<file path="config.mk">
export PLATFORM = sky130hd
export DESIGN_NAME = radio_core
export DESIGN_NICKNAME = d
export VERILOG_FILES = /design/src/hdl/radio_pkg.sv /design/src/hdl/settings_regs.sv /design/src/hdl/tone_source.sv /design/src/hdl/tx_frontend.sv /design/src/hdl/radio_core.sv
export SDC_FILE = /design/constraint.sdc
export NUM_CORES = 1
export LEC_CHECK = 0
export BUFFER_PORTS_ARGS = -buffer_cell sky130_fd_sc_hd__buf_2
export CAP_MARGIN = 30
export CORE_ASPECT_RATIO = 0.6
export CORE_MARGIN = 2
export CORE_UTILIZATION = 30
export CTS_BUF_LIST = sky130_fd_sc_hd__clkbuf_8
export DETAILED_ROUTE_END_ITERATION = 10
export GPL_ROUTABILITY_DRIVEN = 0
export PLACE_DENSITY_LB_ADDON = 0.05
export SLEW_MARGIN = 15
export SYNTH_ARGS = -nofsm -noshare
export SYNTH_HDL_FRONTEND = slang
export SYNTH_HIERARCHICAL = 1
export SYNTH_SLANG_ARGS = --single-unit
</file>
<file path="constraint.sdc">
create_clock -name radio_clk -period 12.7 [get_ports radio_clk]
set_clock_uncertainty 0.05 [all_clocks]
set_input_delay 1.905 -clock radio_clk [delete_from_list [all_inputs] [get_ports radio_clk]]
set_output_delay 1.905 -clock radio_clk [all_outputs]
set_load 0.05 [all_outputs]
</file>
<file path="src/hdl/radio_pkg.sv">
// widths, iq sample and settings types, settings word union, sine table
package radio_pkg;

   // --------------------
   // widths
   // --------------------
   localparam int unsigned SAMPLE_W        = 16;
   localparam int unsigned SET_ADDR_W      = 8;
   localparam int unsigned SET_DATA_W      = 32;
   localparam int unsigned PHASE_W         = 16;
   localparam int unsigned NUM_TX_CHANNELS = 2;

   localparam logic signed [SAMPLE_W-1:0] SAMPLE_MAX = 16'sh7fff;
   localparam logic signed [SAMPLE_W-1:0] SAMPLE_MIN = 16'sh8000;

   // --------------------
   // sample and settings types
   // --------------------
   typedef struct packed {
      logic signed [SAMPLE_W-1:0] i;   // upper half of the word
      logic signed [SAMPLE_W-1:0] q;
   } iq_sample_t;

   typedef struct packed {
      logic [SET_DATA_W-4:0] reserved;
      logic                  negate_q;   // bit 2
      logic                  swap_iq;    // bit 1
      logic                  use_tone;   // bit 0, tone instead of host
   } fe_ctrl_t;

   typedef struct packed {
      logic signed [SAMPLE_W-1:0] i_offset;
      logic signed [SAMPLE_W-1:0] q_offset;
   } dc_offset_t;

   // one data word, meaning picked by the register address
   typedef union packed {
      fe_ctrl_t   ctrl;
      dc_offset_t offset;
   } settings_word_u;

   typedef struct packed {
      fe_ctrl_t   ctrl;
      dc_offset_t offset;
   } fe_cfg_t;

   // --------------------
   // tone table
   // --------------------
   localparam int unsigned SINE_DEPTH  = 16;
   localparam int unsigned SINE_ADDR_W = $clog2(SINE_DEPTH);

   // round(32767 * sin(k * 22.5 deg))
   localparam logic signed [SAMPLE_W-1:0] SINE_TABLE [SINE_DEPTH] = '{
       16'sd0,      16'sd12539,  16'sd23170,  16'sd30273,
       16'sd32767,  16'sd30273,  16'sd23170,  16'sd12539,
       16'sd0,     -16'sd12539, -16'sd23170, -16'sd30273,
      -16'sd32767, -16'sd30273, -16'sd23170, -16'sd12539
   };

endpackage

</file>
<file path="src/hdl/settings_regs.sv">
// settings bus decoder holding per-channel front-end config and tone increment
`timescale 1ns/100ps

module settings_regs #(
   parameter logic [radio_pkg::SET_ADDR_W-1:0] SR_BASE = 8'd160
) (
   input  logic                              radio_clk,
   input  logic                              i_arst_n,
   // settings bus
   input  logic                              i_set_stb,
   input  logic [radio_pkg::SET_ADDR_W-1:0]  i_set_addr,
   input  radio_pkg::settings_word_u         i_set_data,
   // decoded registers
   output radio_pkg::fe_cfg_t                o_fe_cfg [radio_pkg::NUM_TX_CHANNELS],
   output logic [radio_pkg::PHASE_W-1:0]     o_phase_inc
);
   import radio_pkg::*;

   // two registers per channel, tone increment right after them
   localparam logic [SET_ADDR_W-1:0] TONE_ADDR = SET_ADDR_W'(2 * NUM_TX_CHANNELS);

   logic [SET_ADDR_W-1:0] rel_addr;

   // addresses below the base wrap high and miss every register
   assign rel_addr = i_set_addr - SR_BASE;

   // --------------------
   // per-channel front-end registers
   // --------------------
   for (genvar ch = 0; ch < NUM_TX_CHANNELS; ch++) begin : g_chan
      localparam logic [SET_ADDR_W-1:0] CTRL_ADDR = SET_ADDR_W'(2 * ch);
      localparam logic [SET_ADDR_W-1:0] OFFS_ADDR = SET_ADDR_W'(2 * ch + 1);

      always_ff @(posedge radio_clk or negedge i_arst_n) begin
         if (!i_arst_n) begin
            o_fe_cfg[ch] <= '0;   // host source, no swap, no offset
         end else if (i_set_stb) begin
            if (rel_addr == CTRL_ADDR) begin
               o_fe_cfg[ch].ctrl <= i_set_data.ctrl;
            end
            if (rel_addr == OFFS_ADDR) begin
               o_fe_cfg[ch].offset <= i_set_data.offset;
            end
         end
      end
   end

   // --------------------
   // tone increment
   // --------------------
   always_ff @(posedge radio_clk or negedge i_arst_n) begin
      if (!i_arst_n) begin
         o_phase_inc <= '0;
      end else if (i_set_stb && (rel_addr == TONE_ADDR)) begin
         o_phase_inc <= i_set_data[PHASE_W-1:0];   // upper data bits dropped
      end
   end

endmodule

</file>
<file path="src/hdl/tone_source.sv">
// phase accumulator with sine table lookup, one registered I/Q tone sample per cycle
`timescale 1ns/100ps

module tone_source (
   input  logic                          radio_clk,
   input  logic                          i_arst_n,
   input  logic [radio_pkg::PHASE_W-1:0] i_phase_inc,
   output radio_pkg::iq_sample_t         o_tone
);
   import radio_pkg::*;

   // cosine is the sine a quarter turn ahead
   localparam logic [SINE_ADDR_W-1:0] QUARTER = SINE_ADDR_W'(SINE_DEPTH / 4);

   logic [PHASE_W-1:0]     phase;
   logic [SINE_ADDR_W-1:0] sin_idx;
   logic [SINE_ADDR_W-1:0] cos_idx;

   // --------------------
   // phase accumulator
   // --------------------
   always_ff @(posedge radio_clk or negedge i_arst_n) begin
      if (!i_arst_n) begin
         phase <= '0;
      end else begin
         phase <= phase + i_phase_inc;   // wraps mod 2**PHASE_W
      end
   end

   // table address from the top phase bits
   assign sin_idx = phase[PHASE_W-1 -: SINE_ADDR_W];
   assign cos_idx = sin_idx + QUARTER;   // wraps mod table depth

   // --------------------
   // table lookup
   // --------------------
   // one cycle behind the phase register
   always_ff @(posedge radio_clk or negedge i_arst_n) begin
      if (!i_arst_n) begin
         o_tone <= '0;
      end else begin
         o_tone.i <= SINE_TABLE[cos_idx];
         o_tone.q <= SINE_TABLE[sin_idx];
      end
   end

endmodule

</file>
<file path="src/hdl/tx_frontend.sv">
// transmit front end: source select, IQ swap, Q negate, saturating DC offset
`timescale 1ns/100ps

module tx_frontend (
   input  logic                  radio_clk,
   input  logic                  i_arst_n,
   input  radio_pkg::fe_cfg_t    i_cfg,
   input  radio_pkg::iq_sample_t i_host,
   input  radio_pkg::iq_sample_t i_tone,
   input  logic                  i_stb,
   output radio_pkg::iq_sample_t o_sample,
   output logic                  o_stb
);
   import radio_pkg::*;

   iq_sample_t sel;       // chosen source
   iq_sample_t swapped;
   iq_sample_t negated;
   iq_sample_t nxt;       // offset applied

   // negation of the most negative value clips to full scale
   function automatic logic signed [SAMPLE_W-1:0] neg_sat(
      input logic signed [SAMPLE_W-1:0] x
   );
      return (x == SAMPLE_MIN) ? SAMPLE_MAX : -x;
   endfunction

   function automatic logic signed [SAMPLE_W-1:0] add_sat(
      input logic signed [SAMPLE_W-1:0] a,
      input logic signed [SAMPLE_W-1:0] b
   );
      logic signed [SAMPLE_W:0] sum;   // one guard bit
      sum = a + b;
      if (sum[SAMPLE_W] != sum[SAMPLE_W-1]) begin
         return sum[SAMPLE_W] ? SAMPLE_MIN : SAMPLE_MAX;   // overflow, clip by sign
      end
      return sum[SAMPLE_W-1:0];
   endfunction

   // --------------------
   // datapath
   // --------------------
   always_comb begin
      sel = i_cfg.ctrl.use_tone ? i_tone : i_host;

      swapped = sel;
      if (i_cfg.ctrl.swap_iq) begin
         swapped.i = sel.q;
         swapped.q = sel.i;
      end

      negated = swapped;
      if (i_cfg.ctrl.negate_q) begin
         negated.q = neg_sat(swapped.q);
      end

      nxt.i = add_sat(negated.i, i_cfg.offset.i_offset);
      nxt.q = add_sat(negated.q, i_cfg.offset.q_offset);
   end

   // --------------------
   // output register
   // --------------------
   always_ff @(posedge radio_clk or negedge i_arst_n) begin
      if (!i_arst_n) begin
         o_sample <= '0;
         o_stb    <= 1'b0;
      end else begin
         o_sample <= nxt;     // loaded every cycle, strobe marks the valid ones
         o_stb    <= i_stb;
      end
   end

endmodule

</file>
<file path="src/hdl/radio_core.sv">
// top level: settings registers, shared tone source and one front end per tx channel
`timescale 1ns/100ps

module radio_core #(
   parameter logic [radio_pkg::SET_ADDR_W-1:0] SR_BASE = 8'd160
) (
   input  logic                                    radio_clk,
   input  logic                                    i_arst_n,
   // settings bus
   input  logic                                    i_set_stb,
   input  logic [radio_pkg::SET_ADDR_W-1:0]        i_set_addr,
   input  radio_pkg::settings_word_u               i_set_data,
   // host samples in
   input  radio_pkg::iq_sample_t                   i_tx_host [radio_pkg::NUM_TX_CHANNELS],
   input  logic [radio_pkg::NUM_TX_CHANNELS-1:0]   i_tx_stb,
   // to the DACs, tx0 and tx1
   output radio_pkg::iq_sample_t                   o_tx [radio_pkg::NUM_TX_CHANNELS],
   output logic [radio_pkg::NUM_TX_CHANNELS-1:0]   o_tx_stb
);
   import radio_pkg::*;

   fe_cfg_t            fe_cfg [NUM_TX_CHANNELS];
   logic [PHASE_W-1:0] phase_inc;
   iq_sample_t         tone;   // shared by all channels

   // --------------------
   // control
   // --------------------
   settings_regs #(
      .SR_BASE (SR_BASE)
   ) u_settings (
      .radio_clk   (radio_clk),
      .i_arst_n    (i_arst_n),
      .i_set_stb   (i_set_stb),
      .i_set_addr  (i_set_addr),
      .i_set_data  (i_set_data),
      .o_fe_cfg    (fe_cfg),
      .o_phase_inc (phase_inc)
   );

   tone_source u_tone (
      .radio_clk   (radio_clk),
      .i_arst_n    (i_arst_n),
      .i_phase_inc (phase_inc),
      .o_tone      (tone)
   );

   // --------------------
   // front ends
   // --------------------
   for (genvar ch = 0; ch < NUM_TX_CHANNELS; ch++) begin : g_fe
      tx_frontend u_fe (
         .radio_clk (radio_clk),
         .i_arst_n  (i_arst_n),
         .i_cfg     (fe_cfg[ch]),
         .i_host    (i_tx_host[ch]),
         .i_tone    (tone),
         .i_stb     (i_tx_stb[ch]),
         .o_sample  (o_tx[ch]),
         .o_stb     (o_tx_stb[ch])
      );
   end

endmodule

</file>
After elaboration in Yosys (flattened, before gate mapping)
Memories as Yosys holds them, arrays and structs flattened. A register that Yosys moved wholly into a read port is not among the register bits. Cells that the tools add are included.

Bits in registers: 168. Bits in read-only memories: 512. Input port bits: 109. Output and inout port bits: 66. Word-level logic and storage cells: 73. Memories kept: 2.

Add/subtract/negate cells: 9. Equality and inequality tests: 10. Multiplexer cells: 24. Bitwise operators: 2. Reduce and logical (&&, ||, !) cells: 8.

Memories: (name not given) (depth 16, bits a word 16, read ports 1, clocked after Yosys merged registers in 1, wr ports 0, line tone_source.sv:42) `o_tone.i <= SINE_TABLE[cos_idx];`; (name not given) (depth 16, bits a word 16, read ports 1, clocked after Yosys merged registers in 1, wr ports 0, line tone_source.sv:43) `o_tone.q <= SINE_TABLE[sin_idx];`.

Operators by type and width (number): $mux 16 (16); $mux 32 (4); $add 16x16->17 (4); $eq 16x16->1 const B (2); $neg 16->16 (2); $add 16x16->16 (1); $eq 8x2->1 const B (2); $not 4->5 (2); $eq 8x1->1 const B (1); $eq 8x3->1 const B (1); $logic_not 8->1 (1); $reduce_and 2->1 (4); $sub 8x8->8 const B (1); $add 4x3->4 const B (1); $mux 1 (4); $ne 1x1->1 (4); $logic_not 1->1 (2); $logic_and 1x1->1 (1).

Logic depth before layout (Yosys ltp)
Word-level depth: 9. Mapped depth: 23. Gate-level depth less buffers: 18.

Hierarchy
The synthesis kept the hierarchy.

Modules (own cells, without submodules): settings_regs (times used 1, cells an instance 319, area an instance 5445.2 sq um, sequential area each 3603.5 sq um); tx_frontend (g_fe[1].u_fe) (times used 1, cells an instance 514, area an instance 4623.2 sq um, sequential area each 825.8 sq um); tx_frontend (g_fe[0].u_fe) (times used 1, cells an instance 445, area an instance 4245.3 sq um, sequential area each 825.8 sq um); tone_source (times used 1, cells an instance 224, area an instance 2220.9 sq um, sequential area each 950.9 sq um).

Worst setup path before layout
Ideal clock, no wire load.

Path type: input to register. Start point: input port i_tx_host[16] (netlist name). End point: register g_fe[1].u_fe/o_sample[14] (netlist name). Library setup time: 0.146 ns. Arrival time: 6.309 ns. Required time: 12.504 ns. Slack: 6.195 ns. Stages on the path: 19. Path through: mux4_2 inv_1 ha_1 inv_1 or3_1 nand4bb_1 nor2_1 buf_2 o31ai_1 o21ai_0 ha_1 buf_2 a21o_1 a2111oi_0 o31ai_1 a41oi_1 nand2_1 a31oi_1 or4b_2.

RTL lines: start, declared (line radio_core.sv:14) `input radio_pkg::iq_sample_t i_tx_host [radio_pkg::NUM_TX_CHANNELS],`; end signal, assigned (line tx_frontend.sv:69) `o_sample <= nxt;`; end, declared (line tx_frontend.sv:11) `output radio_pkg::iq_sample_t o_sample,`.

==> summary.md <==
| Metric | Value |
|---|---|
| PostCTS Resize Cnt | 0 |
| CTS root buf | clkbuf_8 |
| Setup violators final | 0 |
| RSZ-0062 raised after global routing | false |
| Area of the multi-input gates | about 9000 um^2 |
| Slowest CP cell | nor2_1 |
| Clk Latency, worst-skew pair | between 500 and 600 ps |
| Cell Area, Synth | between 10,000 and 15,000 um^2 |
| Reg clk slew, reported paths | ~100 ps |
| Critical Path, Cell by Cell | buf_2, mux4_2, inv_1, ha_1, inv_1, or3_1, nand4bb_1, nor2_1, o31ai_1, o21ai_0, ha_1, a21o_1, a2111oi_0, o31ai_1, a41oi_1, a22o_1, a21oi_1, or4b_2 |
| Crit path time final | 7293 ps |
| TritonCTS clock tree | done |
| Initial antenna violation count | 7 |
| FF-to-FF Start | u_settings/o_fe_cfg[32] |
| Initial cell density of the core | around 30% |
| Slew HR | about 37% |
| Core ar. | 47,630 um^2 |
| Type of origin of the critical path | input port |
| Category of the most critical setup path | input port to register |
| Comb pwr share | 48.0% |
| DIE AREA | roughly 50,000 um^2 |
| Transition time of the tightest slew-check pin | 944.7 ps |
| DP Worst Slack | slightly below 5000 ps |
| Flop pwr share | 35.8% |
| Critical Path Sink Type | register |
| Via-per-instance ratio | between 5 and 6 |
| Largest net degree at the start of global routing | 84 |
| Hold WC Path Type | register to register |
| Initial drt markers | 984 |
| Worst r2r dst | g_fe[1].u_fe/o_sample[14] |
| CTS buffer count | 17 |
| Net Count, Synth | 1,584 |
| Final WL | between 40,000 and 50,000 um |
| Synth Instances | 1,382 |
| Post-CTS setup buffers | 0 |
| Reg area | approximately 4800 um^2 |
| Total clock sinks | 190 |
| Fin cells | 2,164 |
| Static leakage | slightly above 7 nW |
| Hold EP | u_tone/phase[0] |
| Final hold vios | 0 |
| Reg2Reg Setup Slack | between 5000 and 6000 ps |
| Clock share of power | between 10% and 20% |
| Switching Share | between 40% and 50% |
| Ys Warns | 6 |
| IO Count | between 150 and 200 |
| Die H | roughly 170 um |
| Worst r2r path cells | 18 |
| DR WL/cell | around 22 um |
| Share of cells above drive strength 1 | between 20% and 30% |
| Port Buffers | 174 |
| Worst hold start | u_tone/phase[0] |
| Status | completed |
| Setup total negative slack | 0 ps |
| Synthesized area per cell | around 10 um^2 |
| Peak fanout along the critical path | 13 |
| Hold-fix buffers, CTS | 0 |
| Drt first pass iters | 7 |
| Internal power | ~0.0014 W |
| Maximum clock insertion buffer count | 2 |
| Switching pwr | 0.001246 W |
| Drc violations | 0 |
| H-tree level count | 4 |
| Total global-route track usage | ~20% |
| Hpwl dp | slightly below 40,000 um |
| Overflow after GRT | 0 |
| FMAX | 137.1 MHz |
| Crit share post-route | roughly 57% |
| Dpl cells | 2,129 |
| Hold Crit Depth | 1 |
| Critical path's largest stage delay | around 730 ps |
| Worst EP required | roughly 13,000 ps |
| Via count | roughly 12,000 |
| Peak supply drop | about 63 uV |
| Layout fillers | 4,915 |
| Max Slew Vio Count | 0 |
| FP Rows | just over 60 |
| Final ANT Viol Nets | 0 |
| Worst Path Arrival | roughly 7600 ps |
| Final WS setup | around 5400 ps |
| Pwr per Cell Area | around 160 nW/um^2 |
| Max-cap viol count | 0 |
| Nets@finish | between 1,500 and 2,000 |
| First-pass GRT wire length | roughly 73,000 um |
| Hold slack | between 400 and 500 ps |
| Area grow syn2layout | 11.91% |
| Die Wd | 286.9 um |
| Number of global-route vias before repair | around 11,000 |
==> worst max-delay path by stage <==
stage / to / slack, ps / start / cells after the start
6_report: g_fe[1].u_fe/o_sample[14] / 5410 / i_tx_host[17] / 18
5_1_grt: g_fe[1].u_fe/o_sample[14] / 5010 / i_tx_host[17] / 18
4_1_cts: g_fe[1].u_fe/o_sample[14] / 5520 / i_tx_host[17] / 18
3_5_place_dp: g_fe[1].u_fe/o_sample[14] / 4930 / i_tx_host[17] / 18
3_3_place_gp: g_fe[1].u_fe/o_sample[14] / 5050 / i_tx_host[17] / 18
2_1_floorplan: g_fe[1].u_fe/o_sample[14] / 6200 / i_tx_host[16] / 19
==> critical path: cells and delay by family <==
kind | cells | cell delay (ps)
compound gates | 8 | 2200
fa+ha+maj | 2 | 570
simple gates | 4 | 2170
buf+inv | 3 | 250
mux | 1 | 520
==> per-layer routing <==
| metal | wire length (um) | share of wire [%] | vias up | global-route usage (%) |
|---|---|---|---|---|
| met5 | 0 | 0 | - | 0 |
| met4 | 501 | 1.0 | 0 | 3.733 |
| met3 | 2294 | 4.7 | 29 | 3.118 |
| met2 | 20730 | 43 | 291 | 28.07 |
| met1 | 24960 | 51 | 5922 | 30.81 |
| li1 | - | - | 5528 | - |
==> final cells by class <==
type	instances	share of cell area [%]
multi-input cells	1064	55.85
repair buffers	186	6.137
diodes	3	0.04655
flip-flops and latches	190	29.50
clock inverters	10	0.5431
well taps	640	4.965
inverters	50	1.164
clock buffers	21	1.792
==> through the flow <==
step / power [W] / utilization [%] / area, um^2
floorplan: 0.001809 / - / 14410
global placement: 0.002189 / 32.99 / 15720
detailed placement: 0.002189 / 32.99 / 15720
CTS: 0.002624 / 33.78 / 16090
global route: 0.002777 / 33.85 / 16120
finish: 0.002598 / 33.86 / 16130
==> state kept, by name (all words and copies together), names as in the netlist <==
register and flops:
g_fe.u_fe/o_sample 64, u_tone/phase 16, u_tone/o_tone 22, u_settings/o_fe_cfg 70
u_settings/o_phase_inc 16, g_fe.u_fe/o_stb 2
==> power by group through the flow <==
stage | sequential (W) | clock, W | combinational [W]
finish | 0.000931 | 0.000419 | 0.00125
global route | 0.000951 | 0.000467 | 0.00136
CTS | 0.000933 | 0.000442 | 0.00125
detailed placement | 0.000945 | 0 | 0.00124
floorplan | 0.00112 | 0 | 0.000688
global placement | 0.000944 | 0 | 0.00125
==> cell usage in the layout, fill, tap and decap left out, types with 11 or more instances in the layout <==
master	count
a31oi_1	21
xnor2_1	28
nor3_1	28
mux2_2	86
inv_1	51
a22oi_1	12
mux2i_1	25
maj3_1	29
mux4_2	46
clkbuf_8	22
buf_4	11
nor2_1	67
buf_2	173
o21ai_0	82
o21a_1	17
nand3_1	30
a211oi_1	16
dfrtp_1	188
mux4_1	18
a21o_1	31
nand2_1	69
ha_1	88
xor2_1	32
and3_1	12
a21oi_1	106
nand2b_1	16
(Power assumes the default switching activity.)
